File: config.mk
export PLATFORM = sky130hd
export DESIGN_NAME = cpu_top
export DESIGN_NICKNAME = d
export VERILOG_FILES = /design/src/cpu_pkg.sv /design/src/cpu_ctrl_if.sv /design/src/cpu_clock_enable.sv /design/src/cpu_sequencer.sv /design/src/cpu_datapath.sv /design/src/cpu_top.sv
export SDC_FILE = /design/constraint.sdc
export NUM_CORES = 1
export LEC_CHECK = 0
export BUFFER_PORTS_ARGS = -buffer_cell sky130_fd_sc_hd__buf_2
export CAP_MARGIN = 10
export CORE_ASPECT_RATIO = 1.5
export CORE_MARGIN = 4
export CORE_UTILIZATION = 45
export DETAILED_ROUTE_END_ITERATION = 7
export GPL_ROUTABILITY_DRIVEN = 1
export PLACE_DENSITY = 0.69
export SETUP_SLACK_MARGIN = 0.1
export SLEW_MARGIN = 10
export SYNTH_ARGS = -nofsm -noshare
export SYNTH_HDL_FRONTEND = slang
export SYNTH_SLANG_ARGS = --single-unit
File: constraint.sdc
create_clock -name clock_i -period 2.5 [get_ports clock_i]
set_clock_uncertainty 0.1 [all_clocks]
set_input_delay 0.25 -clock clock_i [delete_from_list [all_inputs] [get_ports clock_i]]
set_output_delay 0.25 -clock clock_i [all_outputs]
set_load 0.02 [all_outputs]
File: src/cpu_pkg.sv
package cpu_pkg;

  localparam int unsigned DATA_WIDTH = 8;
  localparam int unsigned ADDR_WIDTH = 16;
  localparam int unsigned DIVIDER_WIDTH = 8;

  typedef logic [DATA_WIDTH-1:0] data_t;
  typedef logic [ADDR_WIDTH-1:0] addr_t;

  typedef enum logic [7:0] {
    OP_NOP     = 8'hEA,
    OP_LDA_IMM = 8'hA9,
    OP_LDA_ZP  = 8'hA5,
    OP_ADC_IMM = 8'h69,
    OP_STA_ZP  = 8'h85,
    OP_JMP_ABS = 8'h4C
  } opcode_e;

  typedef enum logic [2:0] {
    STAGE_FETCH,
    STAGE_OPERAND,
    STAGE_EXEC,
    STAGE_WRITE_WAIT,
    STAGE_VECTOR_LOW,
    STAGE_VECTOR_HIGH
  } stage_e;

  // Source of the next bus address
  typedef enum logic [2:0] {
    ADDR_HOLD,
    ADDR_PC_NEXT,
    ADDR_ZERO_PAGE,
    ADDR_VECTOR_HIGH,
    ADDR_JUMP
  } addr_sel_e;

  typedef enum logic [1:0] {
    ACC_HOLD,
    ACC_DATA,
    ACC_SUM_HOLD
  } acc_sel_e;

  localparam addr_t RESET_VECTOR_ADDR = 16'hFFFC;
  localparam addr_t VECTOR_HIGH_ADDR = 16'hFFFD;

endpackage : cpu_pkg

File: src/cpu_ctrl_if.sv
interface cpu_ctrl_if;
  import cpu_pkg::*;

  addr_sel_e addr_sel;
  acc_sel_e  acc_sel;
  logic      pc_increment;
  logic      pc_load_low;
  logic      pc_load_high;
  // Adder result into hold register, carry out kept pending
  logic      sum_to_hold;
  logic      commit_carry;
  logic      store_acc;

  modport sequencer(
    output addr_sel,
    output acc_sel,
    output pc_increment,
    output pc_load_low,
    output pc_load_high,
    output sum_to_hold,
    output commit_carry,
    output store_acc
  );

  modport datapath(
    input addr_sel,
    input acc_sel,
    input pc_increment,
    input pc_load_low,
    input pc_load_high,
    input sum_to_hold,
    input commit_carry,
    input store_acc
  );

endinterface : cpu_ctrl_if

File: src/cpu_clock_enable.sv
module cpu_clock_enable #(
  parameter int unsigned CLOCK_DIVIDER = 12
) (
  input  logic clock_i,
  input  logic reset_i,
  output logic step_o
);
  import cpu_pkg::*;

  logic [DIVIDER_WIDTH-1:0] count;

  always_ff @(posedge clock_i) begin
    if (reset_i) begin
      count  <= '0;
      step_o <= 1'b0;
    end else if (count == DIVIDER_WIDTH'(CLOCK_DIVIDER - 1)) begin
      count  <= '0;
      step_o <= 1'b1;
    end else begin
      count  <= count + 1'b1;
      step_o <= 1'b0;
    end
  end

endmodule : cpu_clock_enable

File: src/cpu_sequencer.sv
module cpu_sequencer (
  input  logic                clock_i,
  input  logic                reset_i,
  input  logic                step_i,
  input  cpu_pkg::data_t      data_i,
  input  logic                data_valid_i,
  output logic                bus_read_o,
  output logic                bus_write_o,
  cpu_ctrl_if.sequencer       ctrl
);
  import cpu_pkg::*;

  opcode_e opcode;
  stage_e  stage;
  stage_e  next_stage;
  logic    next_read;
  logic    next_write;
  logic    latch_opcode;
  logic    need_data;

  always_comb begin
    ctrl.addr_sel     = ADDR_HOLD;
    ctrl.acc_sel      = ACC_HOLD;
    ctrl.pc_increment = 1'b0;
    ctrl.pc_load_low  = 1'b0;
    ctrl.pc_load_high = 1'b0;
    ctrl.sum_to_hold  = 1'b0;
    ctrl.commit_carry = 1'b0;
    ctrl.store_acc    = 1'b0;
    next_stage        = stage;
    next_read         = 1'b0;
    next_write        = 1'b0;
    latch_opcode      = 1'b0;
    need_data         = 1'b0;

    case (stage)
      STAGE_FETCH: begin
        need_data         = 1'b1;
        latch_opcode      = 1'b1;
        ctrl.pc_increment = 1'b1;
        ctrl.addr_sel     = ADDR_PC_NEXT;
        next_read         = 1'b1;
        next_stage        = STAGE_OPERAND;
        // Finish a pending ADC alongside this fetch
        if (opcode == OP_ADC_IMM) begin
          ctrl.acc_sel      = ACC_SUM_HOLD;
          ctrl.commit_carry = 1'b1;
        end
      end

      STAGE_OPERAND: begin
        case (opcode)
          OP_LDA_IMM, OP_ADC_IMM: begin
            need_data         = 1'b1;
            ctrl.acc_sel      = (opcode == OP_LDA_IMM) ? ACC_DATA : ACC_HOLD;
            ctrl.sum_to_hold  = (opcode == OP_ADC_IMM);
            ctrl.pc_increment = 1'b1;
            ctrl.addr_sel     = ADDR_PC_NEXT;
            next_read         = 1'b1;
            next_stage        = STAGE_FETCH;
          end
          OP_LDA_ZP: begin
            need_data     = 1'b1;
            ctrl.addr_sel = ADDR_ZERO_PAGE;
            next_read     = 1'b1;
            next_stage    = STAGE_EXEC;
          end
          OP_STA_ZP: begin
            need_data      = 1'b1;
            ctrl.addr_sel  = ADDR_ZERO_PAGE;
            ctrl.store_acc = 1'b1;
            next_write     = 1'b1;
            next_stage     = STAGE_WRITE_WAIT;
          end
          OP_JMP_ABS: begin
            need_data        = 1'b1;
            ctrl.pc_load_low = 1'b1;
            ctrl.addr_sel    = ADDR_PC_NEXT;
            next_read        = 1'b1;
            next_stage       = STAGE_EXEC;
          end
          default: begin
            // NOP and unknown opcodes: the next opcode is already on the bus
            next_read  = 1'b1;
            next_stage = STAGE_FETCH;
          end
        endcase
      end

      STAGE_EXEC: begin
        next_read  = 1'b1;
        next_stage = STAGE_FETCH;
        if (opcode == OP_JMP_ABS) begin
          need_data         = 1'b1;
          ctrl.pc_load_high = 1'b1;
          ctrl.addr_sel     = ADDR_JUMP;
        end else begin
          need_data         = (opcode == OP_LDA_ZP);
          ctrl.acc_sel      = (opcode == OP_LDA_ZP) ? ACC_DATA : ACC_HOLD;
          ctrl.pc_increment = 1'b1;
          ctrl.addr_sel     = ADDR_PC_NEXT;
        end
      end

      STAGE_WRITE_WAIT: begin
        next_stage = STAGE_EXEC;
      end

      STAGE_VECTOR_LOW: begin
        need_data        = 1'b1;
        ctrl.pc_load_low = 1'b1;
        ctrl.addr_sel    = ADDR_VECTOR_HIGH;
        next_read        = 1'b1;
        next_stage       = STAGE_VECTOR_HIGH;
      end

      STAGE_VECTOR_HIGH: begin
        need_data         = 1'b1;
        ctrl.pc_load_high = 1'b1;
        ctrl.addr_sel     = ADDR_JUMP;
        next_read         = 1'b1;
        next_stage        = STAGE_FETCH;
      end

      default: begin
      end
    endcase

    // Stall until memory has the byte
    if (need_data && !data_valid_i) begin
      ctrl.addr_sel     = ADDR_HOLD;
      ctrl.acc_sel      = ACC_HOLD;
      ctrl.pc_increment = 1'b0;
      ctrl.pc_load_low  = 1'b0;
      ctrl.pc_load_high = 1'b0;
      ctrl.sum_to_hold  = 1'b0;
      ctrl.commit_carry = 1'b0;
      ctrl.store_acc    = 1'b0;
      next_stage        = stage;
      next_read         = bus_read_o;
      next_write        = bus_write_o;
      latch_opcode      = 1'b0;
    end
  end

  always_ff @(posedge clock_i) begin
    if (reset_i) begin
      stage       <= STAGE_VECTOR_LOW;
      opcode      <= OP_NOP;
      bus_read_o  <= 1'b1;
      bus_write_o <= 1'b0;
    end else if (step_i) begin
      stage       <= next_stage;
      bus_read_o  <= next_read;
      bus_write_o <= next_write;
      if (latch_opcode) begin
        opcode <= opcode_e'(data_i);
      end
    end
  end

endmodule : cpu_sequencer

File: src/cpu_datapath.sv
module cpu_datapath (
  input  logic           clock_i,
  input  logic           reset_i,
  input  logic           step_i,
  input  cpu_pkg::data_t data_i,
  cpu_ctrl_if.datapath   ctrl,
  output cpu_pkg::addr_t address_o,
  output cpu_pkg::data_t data_o
);
  import cpu_pkg::*;

  data_t accumulator;
  addr_t pc;
  data_t hold;
  logic  carry;
  logic  carry_pending;

  addr_t                 pc_plus_one;
  addr_t                 next_address;
  data_t                 next_accumulator;
  logic [DATA_WIDTH:0]   sum_full;

  assign pc_plus_one = pc + addr_t'(1);

  // Accumulator plus operand plus carry in
  assign sum_full = {1'b0, accumulator} + {1'b0, data_i} + {{DATA_WIDTH{1'b0}}, carry};

  always_comb begin
    case (ctrl.addr_sel)
      ADDR_PC_NEXT:     next_address = pc_plus_one;
      ADDR_ZERO_PAGE:   next_address = {8'h00, data_i};
      ADDR_VECTOR_HIGH: next_address = VECTOR_HIGH_ADDR;
      ADDR_JUMP:        next_address = {data_i, pc[7:0]};
      default:          next_address = address_o;
    endcase
  end

  always_comb begin
    case (ctrl.acc_sel)
      ACC_DATA:     next_accumulator = data_i;
      ACC_SUM_HOLD: next_accumulator = hold;
      default:      next_accumulator = accumulator;
    endcase
  end

  always_ff @(posedge clock_i) begin
    if (reset_i) begin
      address_o   <= RESET_VECTOR_ADDR;
      accumulator <= '0;
      carry       <= 1'b0;
    end else if (step_i) begin
      address_o   <= next_address;
      accumulator <= next_accumulator;
      if (ctrl.commit_carry) begin
        carry <= carry_pending;
      end
    end
  end

  always_ff @(posedge clock_i) begin
    if (step_i) begin
      if (ctrl.pc_increment) begin
        pc <= pc_plus_one;
      end
      if (ctrl.pc_load_low) begin
        pc[7:0] <= data_i;
      end
      if (ctrl.pc_load_high) begin
        pc[15:8] <= data_i;
      end
      if (ctrl.sum_to_hold) begin
        hold          <= sum_full[DATA_WIDTH-1:0];
        carry_pending <= sum_full[DATA_WIDTH];
      end
      if (ctrl.store_acc) begin
        data_o <= accumulator;
      end
    end
  end

endmodule : cpu_datapath

File: src/cpu_top.sv
module cpu_top #(
  parameter int unsigned CLOCK_DIVIDER = 12
) (
  input  logic           clock_i,
  input  logic           reset_i,
  input  cpu_pkg::data_t data_i,
  input  logic           data_valid_i,
  output cpu_pkg::data_t data_o,
  output cpu_pkg::addr_t address_o,
  output logic           bus_read_o,
  output logic           bus_write_o
);

  logic step;

  cpu_ctrl_if ctrl_if_i ();

  cpu_clock_enable #(
    .CLOCK_DIVIDER(CLOCK_DIVIDER)
  ) clock_enable_i (
    .clock_i(clock_i),
    .reset_i(reset_i),
    .step_o (step)
  );

  cpu_sequencer sequencer_i (
    .clock_i     (clock_i),
    .reset_i     (reset_i),
    .step_i      (step),
    .data_i      (data_i),
    .data_valid_i(data_valid_i),
    .bus_read_o  (bus_read_o),
    .bus_write_o (bus_write_o),
    .ctrl        (ctrl_if_i.sequencer)
  );

  cpu_datapath datapath_i (
    .clock_i  (clock_i),
    .reset_i  (reset_i),
    .step_i   (step),
    .data_i   (data_i),
    .ctrl     (ctrl_if_i.datapath),
    .address_o(address_o),
    .data_o   (data_o)
  );

endmodule : cpu_top

Word-level counts from Yosys, hierarchy flattened
Index checks and enable logic that the tools add are counted.
{ "word_totals": {"reg_bits": 80, "in_bits": 11, "output_inout_bits": 26} }
{ "classes": {"addsub": 4, "n_eq_ne": 17, "mux": 44, "bitwise_logic": 1, "reduce_logical": 27} }
{ "op_table": {"columns": ["cell", "count"], "rows": [
  ["$pmux 16 s4", 1],
  ["$pmux 3 s5", 2],
  ["$eq 8x8->1 const B", 3],
  ["$mux 1", 23],
  ["$reduce_and 2->1", 9],
  ["$add 16x1->16 const B", 1],
  ["$eq 8x7->1 const B", 2],
  ["$mux 16", 1],
  ["$mux 8", 2],
  ["$pmux 8 s2", 1],
  ["$eq 3x2->1 const B", 4],
  ["$reduce_or 2->1", 5],
  ["$add 8x8->9", 1],
  ["$add 9x1->9", 1],
  ["$eq 3x3->1 const B", 3],
  ["$add 8x1->8 const B", 1],
  ["$eq 8x4->1 const B", 1],
  ["$mux 2", 4],
  ["$pmux 2 s2", 2],
  ["$eq 3x1->1 const B", 2],
  ["$mux 3", 2],
  ["$pmux 1 s2", 3],
  ["$pmux 1 s3", 2],
  ["$pmux 2 s3", 1],
  ["13 further kinds", 16]
]} }

Logic depth before layout (Yosys ltp)
{ "depth": {"depth_word": 9, "mapped_depth": 12} }

Modules after synthesis
From an unflattened synthesis, not the netlist that was laid out.
{ "hier_totals": {"hier_cells": 449, "hier_area_um2": 4519.3} }
{ "by_module_without_submodules": {"columns": ["mod", "instances", "cells_per_inst", "area_each_um2"], "rows": [
  ["cpu_datapath", 1, 295, 3228.1],
  ["cpu_sequencer", 1, 111, 908.4],
  ["cpu_clock_enable", 1, 43, 382.9]
]} }

Worst setup path before layout
Ideal clock, no wire load.
{ "synth_path": {"path_type": "reg-to-reg", "start": "register sequencer_i.opcode[1]", "end": "register datapath_i.accumulator[5]", "setup_ns": 0.086, "arrival_ns": 2.518, "required_ns": 2.314, "path_slack_ns": -0.204, "stages_incl_launch_ff": 12, "period_less_slack_ns": 2.704, "path_cell_list": "dfxtp_1 nor4b_2 a41oi_2 a31oi_4 nand2_1 and3_1 ha_1 nor2b_1 clkbuf_1 clkbuf_1 nor2_1 a211oi_1"} }
{ "synth_between": {"elab_chain_cells": 9, "word_cells_on_any_way": 23, "cone_classes": "eq/ne: 7; mux: 11; reduce/logical: 5"} }
{ "synth_lines": {"columns": ["element", "line_no", "rtl"], "rows": [
  ["start: declaration", "cpu_sequencer.sv:13", "opcode_e opcode;"],
  ["start signal: assignment", "cpu_sequencer.sv:157", "opcode <= opcode_e'(data_i);"],
  ["$eq 8x8->1 (tied with other cells)", "cpu_sequencer.sv:52", "case (opcode)"],
  ["$reduce_or 5->1 (no line)", null, null],
  ["$mux 1", "cpu_sequencer.sv:52", null],
  ["$pmux 1 s3", "cpu_sequencer.sv:36", "case (stage)"],
  ["$logic_and 1x1->1", "cpu_sequencer.sv:130", "if (need_data && !data_valid_i) begin"],
  ["$mux 2 (*)", "cpu_sequencer.sv:130", null],
  ["$eq 2x1->1 / $eq 2x2->1 (equally long branches)", "cpu_datapath.sv:39", "case (ctrl.acc_sel)"],
  ["$reduce_bool 2->1 (no line)", null, null],
  ["$reduce_and 2->1 (no line)", null, null],
  ["end signal: assignment", "cpu_datapath.sv:53", "accumulator <= next_accumulator;"],
  ["end: declaration", "cpu_datapath.sv:12", "data_t accumulator;"]
]} }
Mark *: on every way between the ends. The rest lies on a longest branch, timed or not.
A chain may end at the register's enable or synchronous reset.

Worst setup path in the final report
{ "layout_path": {"start": "register sequencer_i.opcode[7]", "end": "register datapath_i.accumulator[4]"} }
The elaborated chain is that of the path after synthesis.

==> reports/metrics.yaml <==
synth:
  syn_nets: 459
  synth-seq-cells: 80
  synth_enable_flop_cells: 33
  yosysWarnings: 0
  seq_area_frac_synth_pct: 45.9
  synthCells: 436
  syn_avg_cell_area_um2: 9.65
  syn-cell-area_mm2: 0.00421
  synth_async_sr_flop_share_pct: 0
  ys.flop_type: "dfxtp_1"
  synth_cell_type_count: 61
global_route:
  grt_pass1_vias: 3699
  grt_pass1_wl_um: 18200
  grt_use_total_pct: 21.4
  antenna_found_initial: 0
  grt_max_degree: 28
  grt_overflow: 0
timing:
  post-route-min-period_ns: 2.54
  hold_viol: 0
  clock.fmax_ghz: 0.394
  tightest_slew_ns: 0.604
  timing.final.setup_violations: 20
  setup_ws_ns: -0.0395
  maxSlewViolCount: 0
  min_period_over_period_pct: 102
  max-slew-margin-rel_pct: 59.7
  rsz0062_at_grt: "yes"
critical_path:
  r2r_slack_ns: -0.04
  end_kind: "flop"
  crit_type: "flop to flop"
  cp_num_buf_inv: 3
  rr_endpoint: "datapath_i.accumulator[4]$_SDFFE_PP0P_"
  critPathLaunch: "sequencer_i.opcode[7]$_SDFFE_PP1P_"
  critical-path-max-stage-delay_ns: 0.36
  cp_slowest_cell: "dfxtp_4"
  critPathLaunchType: "flop"
  cp.required_ns: 2.66
  crit_path_max_fanout: 8
  crit_top_cell: "buf_4"
  arrival_ns: 2.70
  rr_startpoint: "sequencer_i.opcode[7]$_SDFFE_PP1P_"
  path_delay_family: "simple AND/OR/NAND/NOR gates"
  worstPathCellList: "nor4b_4, buf_4, nand2_1, buf_4, a31oi_4, nand2_2, and3_4, ha_4, nor2b_4, buf_6, nor2_1, a211oi_2"
  r2r.worst_path.cells: 12
floorplan:
  initial_core_util_pct: 46.8
  rows: 42
  die_h_um: 126
  die-area_mm2: 0.0110
  fp.coreArea_mm2: 0.00899
  die_x_um: 86.9
  io_pins: 37
power:
  total_power_w: 0.00277
  p_leak_nw: 2.20
  vdd_drop_max_mv: 0.395
  power_per_cell_area_mw_per_mm2: 490
drt:
  vias_per_cell: 5.84
  routed_wl_um: 12000
  drc: 0
  dr.first_iter.drc_count: 186
  ant_nets: 0
  vias: 3806
  drt-pass1-iter-count: 5
  wl_per_cell_um: 18.4
clock_tree:
  clk_pin_slew_ns: 0.06
  cts_tree: "built"
  cts.sinks: 80
  clk_latency_ns: 0.34
  root_buffer: "clkbuf_16"
  clockBufferDepth: 2
  cts_max_level: 3
  cts_buffers: 9
job:
  maxCapViolations: 0
layout:
  drive_above_1_share_pct: 35.4
  diodes: 0
  syn_to_final_growth_pct: 34.8
  layout.cells.non_filler: 652
  finalInstanceArea_mm2: 0.00567
  nets: 560
placed_design:
  dpl.cell_count: 612
  place_area_mm2: 0.00486
  port_buffers: 36
  gp_congestion: 0.954
  hpwl_um: 8210
  dp_slack_ns: -0.257
outcome:
  status: "complete, but fails checks"
  violations: "negative setup slack"
min_path:
  hold_depth: 3
  worstHoldPathType: "input port to flop"
  hold_start: "data_i[7]"
  holdPathEnd: "sequencer_i.opcode[7]$_SDFFE_PP1P_"
Yosys cell counts, types with 7 or more instances:
| cell type | number | area, um^2 |
|---|---|---|
| nand3_1 | 7 | 35.0 |
| nor2_1 | 59 | 221 |
| a21oi_1 | 32 | 160 |
| clkbuf_1 | 15 | 56.3 |
| and3_1 | 7 | 43.8 |
| mux2i_1 | 13 | 130 |
| nand2_1 | 31 | 116 |
| inv_1 | 13 | 48.8 |
| a31oi_1 | 7 | 43.8 |
| dfxtp_1 | 47 | 941 |
| edfxtp_1 | 33 | 991 |
| nor3_1 | 8 | 40.0 |
| ha_1 | 10 | 125 |
| a21o_1 | 8 | 60.1 |
| xor2_1 | 14 | 123 |
| xnor2_1 | 13 | 114 |
| nand4_1 | 8 | 50.1 |
| o21ai_0 | 20 | 100 |
| a211oi_1 | 15 | 113 |
flip-flops by register name, indices dropped and copies added, names as in the netlist, 3 cells and up:
signal	count
datapath_i.pc	16
sequencer_i.opcode	8
datapath_i.data_o	8
sequencer_i.stage	3
clock_enable_i.count	8
datapath_i.hold	8
datapath_i.address_o	16
datapath_i.accumulator	8
report_power, final:
group | internal (W) | switching, W
Sequential | 0.00136 | 0.00000351
Clock | 0.000774 | 0.000494
Combinational | 0.0000593 | 0.0000881
Total | 0.00219 | 0.000586
per-layer routing:
metal	wire (um)	vias to the layer above	track usage (%)
met5	0	-	0
met4	615	0	12.1
met3	649	50	4.02
met2	6350	152	37.6
met1	4390	1813	23.5
li1	-	1791	-
cell type report:
class                   count  area (um^2)
clock inverters             3         43.8
well taps                 110          138
clock buffers              13          240
repair buffers            114          870
multi-input cells         319         2380
inverters                  13         48.8
fillers                   708         3320
flip-flops and latches     80         1940
kinds of logic (layout without fill, tap and decap cells):
group / Yosys count / after routing / synth area share (%)
fa+ha+maj: 12 / 12 / 3.93
simple gates: 152 / 152 / 18.8
mux: 15 / 15 / 3.63
xor+xnor: 27 / 27 / 5.62
buf+inv: 37 / 143 / 3.90
compound gates: 113 / 113 / 18.2
flops: 80 / 80 / 45.9
through the flow:
stage	util (%)	hold WS, ns	setup TNS [ns]
after global routing	63.1	0.209	-3.12
after detailed placement	54.1	0.355	-5.69
after floorplan	-	0.288	0
after global placement	54.1	0.325	-3.04
final	63.1	0.206	-0.507
after CTS	59.3	0.190	0
cells in the final DEF, fill, tap and decap left out, types with 13 or more instances in the layout:
| master | count |
|---|---|
| a21oi_1 | 28 |
| buf_2 | 36 |
| buf_4 | 61 |
| buf_6 | 13 |
| dfxtp_1 | 42 |
| edfxtp_1 | 33 |
| inv_1 | 13 |
| mux2i_1 | 13 |
| nand2_1 | 30 |
| nor2_1 | 53 |
| o21ai_0 | 15 |
| xnor2_1 | 13 |
| xor2_1 | 13 |
worst max path at each step:
stage | endpoint | slack (ns) | cells after the start
after floorplan | datapath_i.accumulator[5]$_SDFFE_PP0P_ | 0.002 | 11
after global placement | datapath_i.pc[12]$_DFFE_PP_ | -0.15 | 6
after detailed placement | datapath_i.pc[13]$_DFFE_PP_ | -0.26 | 6
after CTS | datapath_i.accumulator[3]$_SDFFE_PP0P_ | 0.01 | 12
after global routing | datapath_i.accumulator[4]$_SDFFE_PP0P_ | -0.11 | 12
final | datapath_i.accumulator[4]$_SDFFE_PP0P_ | -0.04 | 12
what timing repair did:
item                                    CTS  global route
gates cloned                              1             1
pin swaps                                11            19
hold buffers                              0             0
buffers inserted                         10            15
hold endpoints to repair                  0             0
endpoints found under the setup margin   82            78
gates resized for setup                  28            57
tightest hold or removal path, stage by stage:
cell	delay (ns)
buf_2	0.16
nor2_1	0.11
a21oi_1	0.07
No activity file was read; power rests on OpenSTA's default activity.
